### src/hw/cmd_consts.svh
`ifndef CMD_CONSTS_SVH
`define CMD_CONSTS_SVH

// bus widths
`define CMD_BYTE_W        8
`define CMD_WORD_W        32

// receive window depth in bytes
`define CMD_WINDOW_BYTES  13

//////////////////////////////////////////////////////////////
// command keywords, five ASCII characters each
//////////////////////////////////////////////////////////////
`define KW_HELLO  40'h68_65_6c_6c_6f  // hello
`define KW_R_DDR  40'h72_5f_64_64_72  // r_ddr
`define KW_W_DDR  40'h77_5f_64_64_72  // w_ddr
`define KW_NPUST  40'h6e_70_75_73_74  // npust

//////////////////////////////////////////////////////////////
// reply tags, four ASCII characters each
//////////////////////////////////////////////////////////////
`define TAG_HELL  32'h68_65_6c_6c  // hell
`define TAG_OWOR  32'h6f_77_6f_72  // owor
`define TAG_LDHH  32'h6c_64_68_68  // ldhh
`define TAG_RDDR  32'h72_64_64_72  // rddr
`define TAG_WDDR  32'h77_64_64_72  // wddr
`define TAG_INST  32'h69_6e_73_74  // inst

`endif

### src/hw/cmd_pkg.sv
`include "cmd_consts.svh"

package cmd_pkg;

	typedef logic [`CMD_BYTE_W-1:0] byte_t;  // one uart byte
	typedef logic [`CMD_WORD_W-1:0] word_t;  // address, data or count

	// decoded command kind
	typedef enum logic [2:0]
	{
		cmd_none,
		cmd_hello,
		cmd_rd,
		cmd_wr,
		cmd_npu
	} cmd_kind_e;

	// one decoded command, valid while kind is not cmd_none
	typedef struct packed
	{
		cmd_kind_e kind;
		word_t     addr;  // r_ddr and w_ddr address
		word_t     arg;   // hello count, w_ddr data, npust word
	} cmd_t;

	//////////////////////////////////////////////////////////////
	// wishbone classic, master side and slave side
	//////////////////////////////////////////////////////////////
	typedef struct packed
	{
		logic  cyc;
		logic  stb;
		logic  we;
		word_t adr;
		word_t dat;
	} wb_req_t;

	typedef struct packed
	{
		logic  ack;
		word_t dat;
	} wb_rsp_t;

	typedef struct packed
	{
		logic  valid;
		word_t data;
	} rd_data_t;

	typedef struct packed
	{
		logic  valid;
		word_t word;
	} npu_inst_t;

endpackage

### src/hw/cmd_receiver.sv
`timescale 1ns/1ps
`include "cmd_consts.svh"

module cmd_receiver
(
	input  logic           sys_clk,
	input  logic           sys_rst_n,
	input  cmd_pkg::byte_t rx_byte,
	input  logic           rx_ready,
	output logic           rx_pop,
	output cmd_pkg::cmd_t  cmd
);

	typedef enum logic [1:0]
	{
		st_wait,
		st_shift,
		st_pop,
		st_check
	} rx_state_e;

	rx_state_e state;

	cmd_pkg::byte_t [`CMD_WINDOW_BYTES-1:0] window;  // index 0 is the newest byte

	cmd_pkg::cmd_kind_e kind_dec;
	cmd_pkg::cmd_kind_e kind_q;
	cmd_pkg::word_t     addr_q;
	cmd_pkg::word_t     arg_q;

	//////////////////////////////////////////////////////////////
	// fifo pacing, four cycles per byte at best
	//////////////////////////////////////////////////////////////
	always_ff @(posedge sys_clk)
	begin
		if (!sys_rst_n)
			state <= st_wait;
		else
		begin
			case (state)
				st_wait:  if (rx_ready) state <= st_shift;
				st_shift: state <= st_pop;
				st_pop:   state <= st_check;
				default:  state <= st_wait;
			endcase
		end
	end

	assign rx_pop = (state == st_pop);

	always_ff @(posedge sys_clk)
	begin
		if (state == st_shift)
			window <= {window[`CMD_WINDOW_BYTES-2:0], rx_byte};
	end

	//////////////////////////////////////////////////////////////
	// keyword compare
	//////////////////////////////////////////////////////////////
	always_comb
	begin
		kind_dec = cmd_pkg::cmd_none;
		if (window[8:4] == `KW_HELLO)       // keyword, then 4 byte count
			kind_dec = cmd_pkg::cmd_hello;
		else if (window[8:4] == `KW_R_DDR)
			kind_dec = cmd_pkg::cmd_rd;
		else if (window[8:4] == `KW_NPUST)
			kind_dec = cmd_pkg::cmd_npu;
		else if (window[12:8] == `KW_W_DDR) // keyword, address, data
			kind_dec = cmd_pkg::cmd_wr;
	end

	// strobe lasts the one cycle after check
	always_ff @(posedge sys_clk)
	begin
		if (!sys_rst_n)
			kind_q <= cmd_pkg::cmd_none;
		else if (state == st_check)
			kind_q <= kind_dec;
		else
			kind_q <= cmd_pkg::cmd_none;
	end

	always_ff @(posedge sys_clk)
	begin
		if (state == st_check)
		begin
			addr_q <= (kind_dec == cmd_pkg::cmd_wr) ? window[7:4] : window[3:0];
			arg_q  <= window[3:0];
		end
	end

	assign cmd = '{kind: kind_q, addr: addr_q, arg: arg_q};

	// one pop per captured byte
	a_pop_single: assert property (@(posedge sys_clk) disable iff (!sys_rst_n)
		rx_pop |=> !rx_pop)
		else $error("rx_pop held for two cycles");

endmodule

### src/hw/cmd_executor.sv
`timescale 1ns/1ps

module cmd_executor
(
	input  logic               sys_clk,
	input  logic               sys_rst_n,
	input  cmd_pkg::cmd_t      cmd,
	output cmd_pkg::wb_req_t   wb_req,
	input  cmd_pkg::wb_rsp_t   wb_rsp,
	output cmd_pkg::rd_data_t  rd_data,
	output cmd_pkg::npu_inst_t npu_inst
);

	typedef enum logic [1:0]
	{
		st_idle,
		st_bus,
		st_npu
	} ex_state_e;

	ex_state_e state;

	logic           bus_act_q;  // drives cyc and stb
	logic           we_q;
	cmd_pkg::word_t adr_q;
	cmd_pkg::word_t dat_q;
	logic           rd_valid_q;
	cmd_pkg::word_t rd_word_q;
	logic           npu_valid_q;
	cmd_pkg::word_t npu_word_q;

	logic bus_cmd;

	assign bus_cmd = (cmd.kind == cmd_pkg::cmd_rd) || (cmd.kind == cmd_pkg::cmd_wr);

	//////////////////////////////////////////////////////////////
	// control
	//////////////////////////////////////////////////////////////
	always_ff @(posedge sys_clk)
	begin
		if (!sys_rst_n)
		begin
			state       <= st_idle;
			bus_act_q   <= 1'b0;
			rd_valid_q  <= 1'b0;
			npu_valid_q <= 1'b0;
		end
		else
		begin
			rd_valid_q  <= 1'b0;
			npu_valid_q <= 1'b0;
			case (state)
				st_idle:
				begin
					if (bus_cmd)
					begin
						bus_act_q <= 1'b1;
						state     <= st_bus;
					end
					else if (cmd.kind == cmd_pkg::cmd_npu)
					begin
						npu_valid_q <= 1'b1;  // pulse shows while in st_npu
						state       <= st_npu;
					end
				end
				st_bus:
				begin
					if (wb_rsp.ack)
					begin
						bus_act_q  <= 1'b0;
						rd_valid_q <= !we_q;
						state      <= st_idle;
					end
				end
				default: state <= st_idle;
			endcase
		end
	end

	// request fields, held for the whole cycle
	always_ff @(posedge sys_clk)
	begin
		if (state == st_idle && bus_cmd)
		begin
			adr_q <= cmd.addr;
			dat_q <= cmd.arg;
			we_q  <= (cmd.kind == cmd_pkg::cmd_wr);
		end
		if (state == st_bus && wb_rsp.ack)
			rd_word_q <= wb_rsp.dat;
		if (state == st_idle && cmd.kind == cmd_pkg::cmd_npu)
			npu_word_q <= cmd.arg;
	end

	assign wb_req   = '{cyc: bus_act_q, stb: bus_act_q, we: we_q, adr: adr_q, dat: dat_q};
	assign rd_data  = '{valid: rd_valid_q, data: rd_word_q};
	assign npu_inst = '{valid: npu_valid_q, word: npu_word_q};

	//////////////////////////////////////////////////////////////
	// bus checks
	//////////////////////////////////////////////////////////////
	a_stb_in_cyc: assert property (@(posedge sys_clk) disable iff (!sys_rst_n)
		wb_req.stb |-> (wb_req.cyc && state == st_bus))
		else $error("stb outside an active bus cycle");

	a_adr_stable: assert property (@(posedge sys_clk) disable iff (!sys_rst_n)
		(wb_req.stb && !wb_rsp.ack) |=> (wb_req.stb && $stable(wb_req.adr)))
		else $error("adr changed while waiting for ack");

endmodule

### src/hw/reply_builder.sv
`timescale 1ns/1ps
`include "cmd_consts.svh"

module reply_builder
(
	input  logic              sys_clk,
	input  logic              sys_rst_n,
	input  cmd_pkg::cmd_t     cmd,
	input  cmd_pkg::rd_data_t rd_data,
	input  logic              tx_ready,
	output cmd_pkg::word_t    tx_word,
	output logic              tx_valid
);

	typedef enum logic [2:0]
	{
		st_idle,
		st_banner,
		st_count,
		st_rd_tag,
		st_rd_data,
		st_ack_tag
	} tx_state_e;

	tx_state_e state;

	cmd_pkg::cmd_kind_e kind_q;
	cmd_pkg::word_t     arg_q;
	cmd_pkg::word_t     cnt_q;
	logic               tx_ready_q;  // permit, one cycle late
	logic               rd_pend_q;   // read word came before the rddr tag left
	cmd_pkg::word_t     rd_word_q;

	logic           send;
	cmd_pkg::word_t word_sel;

	//////////////////////////////////////////////////////////////
	// word select
	//////////////////////////////////////////////////////////////
	always_comb
	begin
		send     = 1'b0;
		word_sel = cnt_q;
		case (state)
			st_banner:
			begin
				send = tx_ready_q;
				case (cnt_q[1:0])
					2'd0:    word_sel = `TAG_HELL;
					2'd1:    word_sel = `TAG_OWOR;
					default: word_sel = `TAG_LDHH;
				endcase
			end
			st_count:
				send = tx_ready_q && (cnt_q != arg_q);  // counting words 0..n-1
			st_rd_tag:
			begin
				send     = tx_ready_q;
				word_sel = `TAG_RDDR;
			end
			st_rd_data:
			begin
				send     = rd_data.valid || (rd_pend_q && tx_ready_q);
				word_sel = rd_data.valid ? rd_data.data : rd_word_q;
			end
			st_ack_tag:
			begin
				send     = tx_ready_q;
				word_sel = (kind_q == cmd_pkg::cmd_wr) ? `TAG_WDDR : `TAG_INST;
			end
			default: send = 1'b0;
		endcase
	end

	//////////////////////////////////////////////////////////////
	// sequencing
	//////////////////////////////////////////////////////////////
	always_ff @(posedge sys_clk)
	begin
		if (!sys_rst_n)
		begin
			state      <= st_idle;
			cnt_q      <= '0;
			tx_ready_q <= 1'b0;
			tx_valid   <= 1'b0;
			rd_pend_q  <= 1'b0;
		end
		else
		begin
			tx_ready_q <= tx_ready;
			tx_valid   <= send;
			case (state)
				st_idle:
				begin
					cnt_q     <= '0;
					rd_pend_q <= 1'b0;
					case (cmd.kind)
						cmd_pkg::cmd_hello: state <= st_banner;
						cmd_pkg::cmd_rd:    state <= st_rd_tag;
						cmd_pkg::cmd_wr:    state <= st_ack_tag;
						cmd_pkg::cmd_npu:   state <= st_ack_tag;
						default:            state <= st_idle;
					endcase
				end
				st_banner:
				begin
					if (send)
					begin
						cnt_q <= (cnt_q == 2) ? '0 : cnt_q + 1'b1;
						if (cnt_q == 2)
							state <= st_count;
					end
				end
				st_count:
				begin
					if (cnt_q == arg_q)
						state <= st_idle;
					else if (send)
						cnt_q <= cnt_q + 1'b1;
				end
				st_rd_tag:
				begin
					if (rd_data.valid)
						rd_pend_q <= 1'b1;
					if (send)
						state <= st_rd_data;
				end
				default:
				begin
					if (send)
						state <= st_idle;  // single last word sent
				end
			endcase
		end
	end

	always_ff @(posedge sys_clk)
	begin
		if (state == st_idle && cmd.kind != cmd_pkg::cmd_none)
		begin
			kind_q <= cmd.kind;
			arg_q  <= cmd.arg;
		end
		if (state == st_rd_tag && rd_data.valid)
			rd_word_q <= rd_data.data;
		if (send)
			tx_word <= word_sel;
	end

	// only the read word may bypass the permit
	a_tx_permit: assert property (@(posedge sys_clk) disable iff (!sys_rst_n)
		(tx_valid && !$past(state == st_rd_data)) |-> $past(tx_ready_q))
		else $error("tx_valid without permit");

endmodule

### src/hw/cmd_parser_top.sv
`timescale 1ns/1ps

module cmd_parser_top
(
	input  logic               sys_clk,
	input  logic               sys_rst_n,
	input  cmd_pkg::byte_t     rx_byte,
	input  logic               rx_ready,
	output logic               rx_pop,
	output cmd_pkg::wb_req_t   wb_req,
	input  cmd_pkg::wb_rsp_t   wb_rsp,
	output cmd_pkg::word_t     tx_word,
	output logic               tx_valid,
	input  logic               tx_ready,
	output cmd_pkg::npu_inst_t npu_inst,
	output logic               cmd_seen
);

	cmd_pkg::cmd_t     cmd;      // decoded strobe to both peers
	cmd_pkg::rd_data_t rd_data;  // executor to builder

	//////////////////////////////////////////////////////////////
	// peers
	//////////////////////////////////////////////////////////////
	cmd_receiver u_receiver
	(
		.sys_clk   (sys_clk),
		.sys_rst_n (sys_rst_n),
		.rx_byte   (rx_byte),
		.rx_ready  (rx_ready),
		.rx_pop    (rx_pop),
		.cmd       (cmd)
	);

	cmd_executor u_executor
	(
		.sys_clk   (sys_clk),
		.sys_rst_n (sys_rst_n),
		.cmd       (cmd),
		.wb_req    (wb_req),
		.wb_rsp    (wb_rsp),
		.rd_data   (rd_data),
		.npu_inst  (npu_inst)
	);

	reply_builder u_builder
	(
		.sys_clk   (sys_clk),
		.sys_rst_n (sys_rst_n),
		.cmd       (cmd),
		.rd_data   (rd_data),
		.tx_ready  (tx_ready),
		.tx_word   (tx_word),
		.tx_valid  (tx_valid)
	);

	assign cmd_seen = (cmd.kind != cmd_pkg::cmd_none);  // one pulse per decoded command

endmodule

### config.mk
export PLATFORM = sky130hd
export DESIGN_NAME = cmd_parser_top
export DESIGN_NICKNAME = d
export VERILOG_FILES = /design/src/hw/cmd_pkg.sv /design/src/hw/cmd_receiver.sv /design/src/hw/cmd_executor.sv /design/src/hw/reply_builder.sv /design/src/hw/cmd_parser_top.sv
export VERILOG_INCLUDE_DIRS = /design/src /design/src/hw
export SDC_FILE = /design/constraint.sdc
export NUM_CORES = 1
export LEC_CHECK = 0
export ABC_AREA = 1
export ABC_CLOCK_PERIOD_IN_PS = 4900
export BUFFER_PORTS_ARGS = -buffer_cell sky130_fd_sc_hd__buf_4
export CELL_PAD_IN_SITES_DETAIL_PLACEMENT = 0
export CELL_PAD_IN_SITES_GLOBAL_PLACEMENT = 1
export CORE_ASPECT_RATIO = 1.4
export CORE_UTILIZATION = 40
export CTS_CLUSTER_SIZE = 14
export DETAILED_ROUTE_END_ITERATION = 10
export PLACE_DENSITY = 0.68
export SLEW_MARGIN = 30
export SYNTH_ARGS = -nofsm -noshare
export SYNTH_HDL_FRONTEND = slang
export SYNTH_SLANG_ARGS = --single-unit
### constraint.sdc
create_clock -name sys_clk -period 4.9 [get_ports sys_clk]
set_input_delay 0.245 -clock sys_clk [delete_from_list [all_inputs] [get_ports sys_clk]]
set_output_delay 0.245 -clock sys_clk [all_outputs]
set_load 0.005 [all_outputs]
**Yosys cells after proc, flatten, opt, wreduce, memory -nomap -nowiden**

Cells that the tools add are included.

- Register bits: 444
- Bits of input ports: 45

- Eq/ne operators: 34
- $add $sub $neg: 1
- Mux-type cells: 34
- Reduce and logical (&&, ||, !) cells: 29
- Bitwise logic cells: 2

Operator list:

| kind | number |
|---|---|
| two-way mux 32 bit | 6 |
| equality test 40 x 39 -> 1 bit, second input constant | 4 |
| one-hot mux 32 bit (4 select lines) | 1 |
| one-hot mux 32 bit (3 select lines) | 1 |
| one-hot mux 27 bit (2 select lines) | 1 |
| adder 32 x 1 -> 32 bit, second input constant | 1 |
| equality test 32 x 2 -> 1 bit, second input constant | 1 |
| equality test 32 bit | 1 |
| inequality test 32 bit | 1 |
| two-way mux 29 bit | 1 |
| two-way mux 3 bit | 8 |
| equality test 3 x 2 -> 1 bit, second input constant | 6 |
| inequality test 2 x 1 -> 1 bit, second input constant | 6 |
| one-hot mux 3 bit (4 select lines) | 1 |
| two-way mux 2 bit | 5 |
| equality test 3 bit, second input constant | 3 |
| one-hot mux 3 bit (3 select lines) | 1 |
| nonzero test 3 bit | 3 |
| inequality test 2 bit, second input constant | 4 |
| logical AND 1 bit | 7 |
| equality test 2 x 1 -> 1 bit, second input constant | 3 |
| equality test 3 x 1 -> 1 bit, second input constant | 2 |
| logical NOT 2 bit | 3 |
| one-hot mux 2 bit (3 select lines) | 1 |
| other kinds (17) | 29 |

**Longest topological paths before layout**

Gate-level depths: netlist of run 1.

- Word-level depth: 7
- Gate-level depth with buffers: 15

**Hierarchy**

A second synthesis of run 1 with hierarchy kept.

- Cells, all modules: 1433
- Area total of the unflattened synthesis: 17780.8 um^2

By module, submodules not included:

| module | instances | area each (um^2) | cells each | sequential area each (um^2) |
|---|---|---|---|---|
| reply_builder | 1 | 7369.6 | 843 | 3733.6 |
| cmd_receiver | 1 | 6293.5 | 427 | 5144.9 |
| cmd_executor | 1 | 4106.4 | 160 | 3973.8 |
| cmd_parser_top | 1 | 11.3 | 3 | 0.0 |

**Least setup slack after synthesis of run 1**

No wires, ideal clock.

- Path type: reg-to-reg
- Start point: register u_receiver.state[1]
- End point: register u_receiver.window[0] in the netlist's numbering (enable)
- Setup slack: 1.556 ns
- Cell stages (with the launch flop): 3
- Data required time: 4.425 ns
- Data arrival time: 2.869 ns
- Library setup time: 0.475 ns
- Period minus slack after synthesis: 3.344 ns
- Buffers on the path: 0
- Path through: dfxtp_1 inv_1 ha_1

- Word-level cells in the longest chain between the ends: 1

Ends and longest elaborated chain:

| element | line | source |
|---|---|---|
| start, declared | cmd_receiver.sv:22 | `rx_state_e state;` |
| start signal, assigned | cmd_receiver.sv:37 | `state <= st_wait;` |
| start signal, assigned | cmd_receiver.sv:41 | `st_wait: if (rx_ready) state <= st_shift;` |
| start signal, assigned | cmd_receiver.sv:42 | `st_shift: state <= st_pop;` |
| equality test 2 x 1 -> 1 bit | cmd_receiver.sv:53 | `if (state == st_shift)` |
| end signal, assigned | cmd_receiver.sv:54 | `` window <= {window[`CMD_WINDOW_BYTES-2:0], rx_byte}; `` |
| end, declared | cmd_receiver.sv:24 | `` cmd_pkg::byte_t [`CMD_WINDOW_BYTES-1:0] window; `` |

Every way passes these cells.
A chain may end at the register's enable or synchronous reset.

**Worst setup path after layout of run 1**

- Start point: register u_builder.cnt_q[26]
- End point: register u_builder.cnt_q[10]

- Word-level cells in the longest chain between the ends: 5
- Elaborated cells between the ends (all ways): 12
- Classes of those cells: eq/ne (6); mux (4); reduce/logical (2)

Ends and longest elaborated chain:

| element | line | source |
|---|---|---|
| start, declared | reply_builder.sv:29 | `cmd_pkg::word_t cnt_q;` |
| start signal, assigned | reply_builder.sv:109 | `cnt_q <= (cnt_q == 2) ? '0 : cnt_q + 1'b1;` |
| start signal, assigned | reply_builder.sv:119 | `cnt_q <= cnt_q + 1'b1;` |
| inequality test 32 bit | reply_builder.sv:55 | `send = tx_ready_q && (cnt_q != arg_q);` |
| logical AND 1 bit | reply_builder.sv:55 |  |
| one-hot mux 1 bit (3 select lines) | reply_builder.sv:44 | `case (state)` |
| inequality test 2 x 1 -> 1 bit (no line) | n/a |  |
| AND reduction 4 bit (no line) | n/a |  |

Several ways; a longest one is shown, not always the timed one. The select of a mux whose other input is x is not followed.

==> impl_metrics.toml, run 1 <==
[layout]
fill_cells = 3688
antenna_cells = 0
top_register = "u_receiver.window"
nNetsFinal = 1616
largest_reg_flops = 104
area.growth.synth_to_final_pct = 22.9
drive_gt1_share_pct = 18.8

[worst_setup_path]
crit_type = "reg -> reg"
path_delay_family = "simple AND/OR/NAND/NOR gates"
cp-end-kind = "flip-flop"
crit_buf_inv = 0
slowest_delay_ns = 0.69
worstPathRequired_ns = 5.39
critPathSlowestCell = "dfxtp_1"
path_max_fanout = 33
cp_cell_sequence = "xnor2_1 > nand2_1 > nor2_1 > nand2_1 > nor2_1 > nand2_1 > nand3_2 > nand3_4 > nand2_4 > o21ai_1 > a21oi_1"
crit_path_frequent_cell = "nand2_1"
worstPathArrival_ns = 3.55
startpoint_type = "flip-flop"

[sta]
timing.fmax_mhz = 327
tightest_slew_ns = 0.889
finClkSkew_ns = 0.0117
finalSetupTns_ns = 0
min_period_ns = 3.06
maxSlewHeadroom_pct = 40.7
finalCritPeriodShare_pct = 62.4
hold_viol = 0
finalMaxSlewViolations = 0
setup_viol = 0
rsz0062_at_grt = "no"

[synthesis]
synth_edf_count = 396
synth_fp_nets = 1380
yosysTopAreaCellShare_pct = 69.1
synth_compound_area_share_pct = 4.53
yosysWarnings = 0
synth_top_family_by_area = "simple AND/OR/NAND/NOR gates"
synthMuxAreaShare_pct = 0.654
synth_area_sq_um = 17200
synth.most_common_cell = "edfxtp_1"
synth-simple-area-share_pct = 13.4
yosysUniqueCellTypes = 49
ys_seq_area_share_pct = 74.7
synth-xor-area-share_pct = 2.09
synth_fa_ha_area_share_pct = 0.799
synth_largest_area_cell = "edfxtp_1"
synth_area_leaders = "edfxtp_1 (69%), nand2_1 (6.3%), dfxtp_1 (5.6%), inv_1 (2.2%), a21oi_1 (2.1%)"
syn_inst = 1324
async_flop_share_pct = 0
ys_ff_latch = 444
avgSynthCellArea_sq_um = 13.0
synthTopCellsByCount = "edfxtp_1 (396), nand2_1 (288), inv_1 (102), nor2_1 (82), a21oi_1 (73)"
ys.flop_type = "edfxtp_1"

[pwr]
power_density_nw_per_um2 = 491
power.leakage_nw = 7.48
ir_worst_vdd_mv = 0.334
finalPower_w = 0.0104

[grt]
top_usage_layer = "met2"
antenna_found_initial = 0
grt_usage_pct = 19.4
grt_max_degree = 72
grt_use_met1_pct = 23.0
grt_util_met3_pct = 3.16
global_route.usage.met2_pct = 34.9
grt_overflow = 0
grt_pass1_wl_mm = 63.7
grt_pass1_vias = 10800

[clock_tree]
post_cts_buffers = 0
holdBufCountCts = 45
clk_pin_slew_ns = 0.06
cts_made_buffers = 44
clkLatencyLatePin_ns = 0.56
clock_sinks = 444
cts.path.max_buffers = 3
cts_resized = 0
tritoncts = "built"
htreeDepth = 2
cts-root-buf = "clkbuf_16"

[run_status]
status = "completed"

[floorplan]
coreArea_sq_um = 42300
num_io_pins = 180
die_h_um = 247
initial_core_util_pct = 40.7
die_x_um = 177
die-area_sq_um = 43900
rows = 89

[routing]
post_drt_wl_per_cell_um = 19.9
drt_first_iter_violations = 690
antenna_left = 0
totalWireLength_mm = 42.6
via_per_inst = 5.04
vias = 10800
drt_first_pass_iters = 5
drc = 0

[placed_design]
port_buffers = 179
dp_hpwl_mm = 29.3
place_congestion = 0.924

[job]
drv_cap = 0

[hold_path]
hold_path.class = "in -> reg"
-- worst register-to-register path, stage by stage (launching register included) --
cell and delay (ns):
dfxtp_1 0.69, xnor2_1 0.18, nand2_1 0.09, nor2_1 0.26, nand2_1 0.08, nor2_1 0.09, nand2_1 0.17, nand3_2 0.18
nand3_4 0.38, nand2_4 0.54, o21ai_1 0.18, a21oi_1 0.14
-- placed cells by master (no fill, tap or decap), drive strengths merged --
| cell | n |
|---|---|
| edfxtp | 396 |
| nand2 | 291 |
| buf | 193 |
| inv | 113 |
| nor2 | 88 |
| a21oi | 73 |
| clkbuf | 62 |
| nand3 | 61 |
| dfxtp | 48 |
| dlygate4sd3 | 45 |
| o21ai | 34 |
| nand4 | 30 |
| xnor2 | 23 |
| nor4 | 22 |
| nor3 | 20 |
| xor2 | 18 |
| clkinv | 12 |
| ha | 11 |
| mux2 | 10 |
| a32oi | 9 |
| a22oi | 6 |
| bufinv | 6 |
| o32ai | 5 |
| nand3b | 3 |
| o211ai | 3 |
| o2111ai | 2 |
| a211oi | 2 |
| or2 | 2 |
| a31oi | 1 |
| nor3b | 1 |
| nor4b | 1 |
| o41ai | 1 |
| o21a | 1 |
| or3 | 1 |
| or4 | 1 |
| clkinvlp | 1 |
-- routing by layer --
layer | vias up | part of all wire [%] | wire, um
met2 | 375 | 52 | 22000
met3 | 83 | 5.5 | 2330
li1 | 5150 | - | -
met1 | 5196 | 39 | 16800
met4 | 0 | 3.4 | 1460
met5 | - | 0 | 0
-- cell type report --
type	instances	area, sq um	share of cell area, %
clock buffers	62	1250	5.91
clock inverters	20	279	1.32
inverters	112	420	1.99
multi-input cells	720	3730	17.6
flip-flops and latches	444	12900	60.7
well taps	546	683	3.23
repair buffers	238	1950	9.22
-- report_power, final --
part / leakage [nW] / switching [W] / internal, W
clock network: 0.744 / 0.00142 / 0.00211
logic: 2.74 / 0.00114 / 0.000439
registers: 3.99 / 0.000357 / 0.00491
-- cell families after synthesis --
| kind of cell | after synthesis |
|---|---|
| compound gates | 137 |
| xor+xnor | 41 |
| fa+ha+maj | 11 |
| buf+inv | 160 |
| flops | 444 |
| mux | 10 |
| simple gates | 521 |
-- stage by stage --
stage	util, %	worst slack (ns)	instance area [sq um]	cells	hold slack [ns]
2_1_floorplan	-	1.56	17200	1324	0.338
3_3_place_gp	45.2	1.85	19100	2012	0.401
3_5_place_dp	45.3	1.83	19200	2014	0.405
4_1_cts	50.0	1.81	21100	2141	0.368
5_1_grt	50.0	1.58	21200	2142	0.384
6_report	50.0	1.84	21200	2142	0.403
-- path summary, 6_finish.rpt --
| path | from | to | cells past startpoint | slack, ns |
|---|---|---|---|---|
| worst max register to register | u_builder.cnt_q[26] | u_builder.cnt_q[10] | 11 | 1.84 |
| worst max-delay path | u_builder.cnt_q[26] | u_builder.cnt_q[10] | 11 | 1.84 |
| worst min register to register | u_receiver.addr_q[1] | u_executor.adr_q[1] | 0 | 0.43 |
| worst min-delay path | rx_byte[4] | u_receiver.window[4] | 2 | 0.40 |
Note: power is estimated with default switching activity, not from simulation.
==> run 2, diff against run 1 <==
--- a/config.mk
+++ b/config.mk
@@ -7,7 +7,7 @@
 export NUM_CORES = 1
 export LEC_CHECK = 0
 export ABC_AREA = 1
-export ABC_CLOCK_PERIOD_IN_PS = 4900
+export ABC_CLOCK_PERIOD_IN_PS = 2550
 export BUFFER_PORTS_ARGS = -buffer_cell sky130_fd_sc_hd__buf_4
 export CELL_PAD_IN_SITES_DETAIL_PLACEMENT = 0
 export CELL_PAD_IN_SITES_GLOBAL_PLACEMENT = 1
@@ -15,7 +15,7 @@
 export CORE_UTILIZATION = 40
 export CTS_CLUSTER_SIZE = 14
 export DETAILED_ROUTE_END_ITERATION = 10
-export PLACE_DENSITY = 0.68
+export PLACE_DENSITY = 0.71
 export SLEW_MARGIN = 30
 export SYNTH_ARGS = -nofsm -noshare
 export SYNTH_HDL_FRONTEND = slang
==> constraint.sdc (replaced) <==
create_clock -name sys_clk -period 2.55 [get_ports sys_clk]
set_input_delay 0.1275 -clock sys_clk [delete_from_list [all_inputs] [get_ports sys_clk]]
set_output_delay 0.1275 -clock sys_clk [all_outputs]
set_load 0.005 [all_outputs]
==> impl_metrics.toml, run 2 (same netlist as run 1, synthesis figures left out) <==
[run_status]
status = "completed"

[pwr]
power_density_nw_per_um2 = 934
power.leakage_nw = 7.60
ir_worst_vdd_mv = 0.681

[worst_setup_path]
crit_path_frequent_cell = "nand2_1"
worstPathRequired_ns = 3.02
cp-end-kind = "flip-flop"
critPathSlowestCell = "dfxtp_1"
path_delay_family = "simple AND/OR/NAND/NOR gates"
slowest_delay_ns = 0.38
crit_type = "reg -> reg"
path_max_fanout = 18
cp_cell_sequence = "inv_1 > nand2_1 > nand2_1 > nand2_1 > nor2_1 > nand2_1 > nor2_1 > nand2_1 > nand3_2 > nand3_4 > nand2_4 > buf_12 > nand2_1 > a21oi_1"
crit_buf_inv = 2
startpoint_type = "flip-flop"
worstPathArrival_ns = 2.79

[sta]
setup_viol = 0
finalMaxSlewViolations = 0
maxSlewHeadroom_pct = 62.0
finalCritPeriodShare_pct = 91.0
finalSetupTns_ns = 0
hold_viol = 0
timing.fmax_mhz = 431
rsz0062_at_grt = "no"
finClkSkew_ns = 0.0268
holdWs_ns = 0.288
min_period_ns = 2.32
tightest_slew_ns = 0.569

[grt]
grt_pass1_wl_mm = 63.6
grt_max_degree = 62
grt_usage_pct = 19.3
antenna_found_initial = 0
grt_overflow = 0
grt_pass1_vias = 10800

[clock_tree]
htreeDepth = 2
clk_pin_slew_ns = 0.06
tritoncts = "built"
cts_made_buffers = 43
post_cts_buffers = 0
clock_sinks = 444
cts-root-buf = "clkbuf_16"
clkLatencyLatePin_ns = 0.56
cts.path.max_buffers = 3

[placed_design]
post_dp_cell_area_sq_um = 19400
dp_hpwl_mm = 29.6
port_buffers = 179
place_congestion = 0.903

[layout]
fin_area_sq_um = 21400
drive_gt1_share_pct = 20.2
final_util_pct = 50.5
top_register = "u_receiver.window"
largest_reg_flops = 104
final_common_cell = "edfxtp_1"
antenna_cells = 0
layout_common_cells = "edfxtp_1 (396), nand2_1 (288), buf_4 (218)"
area.growth.synth_to_final_pct = 24.1
nNetsFinal = 1646

[floorplan]
die_x_um = 177
num_io_pins = 180
die-area_sq_um = 43900
rows = 89
die_h_um = 247
initial_core_util_pct = 40.7
coreArea_sq_um = 42300

[routing]
top_layer = "met4"
via_per_inst = 5.03
totalWireLength_mm = 42.2
drt_first_iter_violations = 746
wl_met2_mm = 22.0
met3_wirelength_mm = 2.06
post_drt_wl_per_cell_um = 19.5
drc = 0
antenna_left = 0
drt_first_pass_iters = 5
vias = 10900
met1_length_mm = 16.7

[job]
drv_cap = 0

[hold_path]
hold_path.class = "in -> reg"
## run 2: worst register-to-register path, cell delays in order (launching register included)
cell and delay [ns]:
dfxtp_1 0.38, inv_1 0.28, nand2_1 0.08, nand2_1 0.07, nand2_1 0.05, nor2_1 0.14, nand2_1 0.07, nor2_1 0.16
nand2_1 0.15, nand3_2 0.16, nand3_4 0.10, nand2_4 0.20, buf_12 0.19, nand2_1 0.07, a21oi_1 0.14
## run 2: power by group
group	switching, W	internal [W]	leakage, nW
logic	0.00223	0.00100	2.90
clock network	0.00274	0.00390	0.708
registers	0.000649	0.00943	3.99
total	0.00562	0.0143	7.60
## run 2: per-layer routing
metal  track usage, %  vias to the layer above
met4             7.21                        0
met5                0                        -
met3             2.82                       80
met1             23.2                     5272
li1                 -                     5194
met2             34.7                      358
## run 2: what timing repair did
action	CTS	global route
hold buffers	46	0
endpoints found under the setup margin	0	2
resized for setup	0	1
hold endpoints to repair	49	0
## run 2: path summary, 6_finish.rpt
path                        startpoint                  endpoint  slack [ns]  cells past startpoint
hold / removal              wb_rsp[12]  u_executor.rd_word_q[12]        0.29                      2
hold reg to reg   u_receiver.addr_q[1]       u_executor.adr_q[1]        0.42                      0
setup reg to reg    u_builder.cnt_q[1]       u_builder.cnt_q[23]        0.23                     14
setup / recovery    u_builder.cnt_q[1]       u_builder.cnt_q[23]        0.23                     14
## run 2: through the flow
step / std cells / total power (W) / setup slack (ns)
final: 2168 / 0.0200 / 0.230
after global routing: 2168 / 0.0208 / 0.0182
after floorplan: 1324 / 0.0120 / 0.101
after detailed placement: 2045 / 0.0134 / 0.218
after global placement: 2045 / 0.0133 / 0.215
after CTS: 2168 / 0.0201 / 0.185
## run 2: cell type report
cell class	instances	area, sq um
fillers	3677	21000
multi-input cells	720	3720
clock buffers	56	1180
repair buffers	269	2200
flip-flops and latches	444	12900
clock inverters	21	309
well taps	546	683
inverters	112	420
==> run 3, diff against run 2 <==
--- a/config.mk
+++ b/config.mk
@@ -12,10 +12,10 @@
 export CELL_PAD_IN_SITES_DETAIL_PLACEMENT = 0
 export CELL_PAD_IN_SITES_GLOBAL_PLACEMENT = 1
 export CORE_ASPECT_RATIO = 1.4
-export CORE_UTILIZATION = 40
+export CORE_UTILIZATION = 43
 export CTS_CLUSTER_SIZE = 14
 export DETAILED_ROUTE_END_ITERATION = 10
-export PLACE_DENSITY = 0.71
+export PLACE_DENSITY = 0.75
 export SLEW_MARGIN = 30
 export SYNTH_ARGS = -nofsm -noshare
 export SYNTH_HDL_FRONTEND = slang
==> impl_metrics.toml, run 3 (same netlist as run 1, synthesis figures left out) <==
[run_status]
status = "completed"

[pwr]
power_density_nw_per_um2 = 916
power.leakage_nw = 7.51
ir_worst_vdd_mv = 0.711
finalPower_w = 0.0194

[sta]
maxSlewHeadroom_pct = 58.9
finClkSkew_ns = 0.0122
min_period_ns = 2.48
finalCritPeriodShare_pct = 97.1
setup_viol = 0
finalSetupTns_ns = 0
rsz0062_at_grt = "no"
timing.fmax_mhz = 404
finalMaxSlewViolations = 0
tightest_slew_ns = 0.611
hold_viol = 0

[routing]
drc = 0
antenna_left = 0
vias = 10900
totalWireLength_mm = 42.3
post_drt_wl_per_cell_um = 19.8
drt_first_iter_violations = 933
via_per_inst = 5.10
drt_first_pass_iters = 5

[worst_setup_path]
path_max_fanout = 30
worstPathArrival_ns = 2.78
path_delay_family = "simple AND/OR/NAND/NOR gates"
critPathSlowestCell = "edfxtp_1"
worstPathRequired_ns = 2.85
cp-end-kind = "flip-flop"
cp_cell_sequence = "nor2_2 > nand3_1 > nor4_1 > buf_4 > nand4_1 > nand2_2 > buf_12 > mux2_2"
slowest_delay_ns = 0.46
crit_buf_inv = 2
startpoint_type = "flip-flop"
crit_type = "reg -> reg"

[clock_tree]
cts.path.max_buffers = 3
clock_sinks = 444
tritoncts = "built"
clk_pin_slew_ns = 0.06
cts_made_buffers = 43
htreeDepth = 2
cts-root-buf = "clkbuf_16"
clkLatencyLatePin_ns = 0.56

[layout]
area.growth.synth_to_final_pct = 22.9
layout_common_cells = "edfxtp_1 (396), nand2_1 (288), buf_4 (209)"
final_common_cell = "edfxtp_1"
final_cell_count_no_fill = 2141
fin_area_sq_um = 21200
final_util_pct = 53.7
drive_gt1_share_pct = 19.5
nNetsFinal = 1638
antenna_cells = 0
largest_reg_flops = 104
top_register = "u_receiver.window"

[placed_design]
post_dp_cell_area_sq_um = 19400
dp.cells = 2020
port_buffers = 179
dp_hpwl_mm = 29.6
place_congestion = 0.911

[floorplan]
die-area_sq_um = 40900
die_x_um = 171
die_h_um = 239
initial_core_util_pct = 43.7
num_io_pins = 180
rows = 86
coreArea_sq_um = 39400

[grt]
grt_pass1_vias = 11000
grt_max_degree = 55
antenna_found_initial = 0
grt_pass1_wl_mm = 64.1
grt_overflow = 0
grt_usage_pct = 21.1

[job]
drv_cap = 0

[hold_path]
hold_path.class = "in -> reg"
## run 3: cell count changes in the layout (fill, tap and decap cells not counted), sizes merged
cell,previous run,this run
clkbuf,56,50
dlygate4sd3,46,45
clkinvlp,4,2
buf,223,216
clkinv,10,19
bufinv,6,3
inv,113,114
## run 3: cell type report
class | count | area [sq um]
well taps | 528 | 661
clock inverters | 26 | 230
repair buffers | 261 | 2150
flip-flops and latches | 444 | 12900
clock buffers | 50 | 1100
fillers | 3388 | 18200
multi-input cells | 720 | 3740
inverters | 112 | 420
## run 3: worst paths after layout
path,from,endpoint,slack (ns),depth (start not counted)
setup / recovery,u_receiver.window[63],u_receiver.addr_q[31],0.07,8
hold / removal,wb_rsp[10],u_executor.rd_word_q[10],0.29,2
setup reg to reg,u_receiver.window[63],u_receiver.addr_q[31],0.07,8
hold reg to reg,u_receiver.addr_q[8],u_executor.adr_q[8],0.42,0
## run 3: repair_timing
action | 4_1_cts | 5_1_grt
hold endpoints to repair | 55 | 0
setup buffers | 0 | 0
gates resized for setup | 0 | 4
setup endpoints to repair | 0 | 66
hold buffers | 45 | 0
## run 3: per-stage QoR
| step | hold slack (ns) | setup slack (ns) |
|---|---|---|
| finish | 0.288 | 0.0729 |
| global placement | 0.307 | 0.0355 |
| floorplan | 0.221 | 0.101 |
| CTS | 0.259 | 0.0351 |
| global route | 0.276 | 0.00845 |
| detailed placement | 0.307 | 0.0438 |
## run 3: routing by layer
metal / up-vias / track usage, % / part of all wire (%)
li1: 5188 / - / -
met1: 5324 / 25.0 / 40
met2: 319 / 38.0 / 53
met3: 78 / 3.16 / 4.4
met4: 0 / 8.09 / 3.5
met5: - / 0 / 0
## run 3: power breakdown
| part | internal, W | switching [W] |
|---|---|---|
| sequential | 0.00943 | 0.000661 |
| clock | 0.00342 | 0.00267 |
| combinational | 0.000941 | 0.00226 |
| total | 0.0138 | 0.00559 |
## run 3: worst reg2reg max path, delay by kind of cell, from the launching register on
| family | cells | cell delay, ns |
|---|---|---|
| and+or+nand+nor | 5 | 1.01 |
| DFF | 1 | 0.46 |
| muxes | 1 | 0.40 |
| buffers and inverters | 2 | 0.37 |
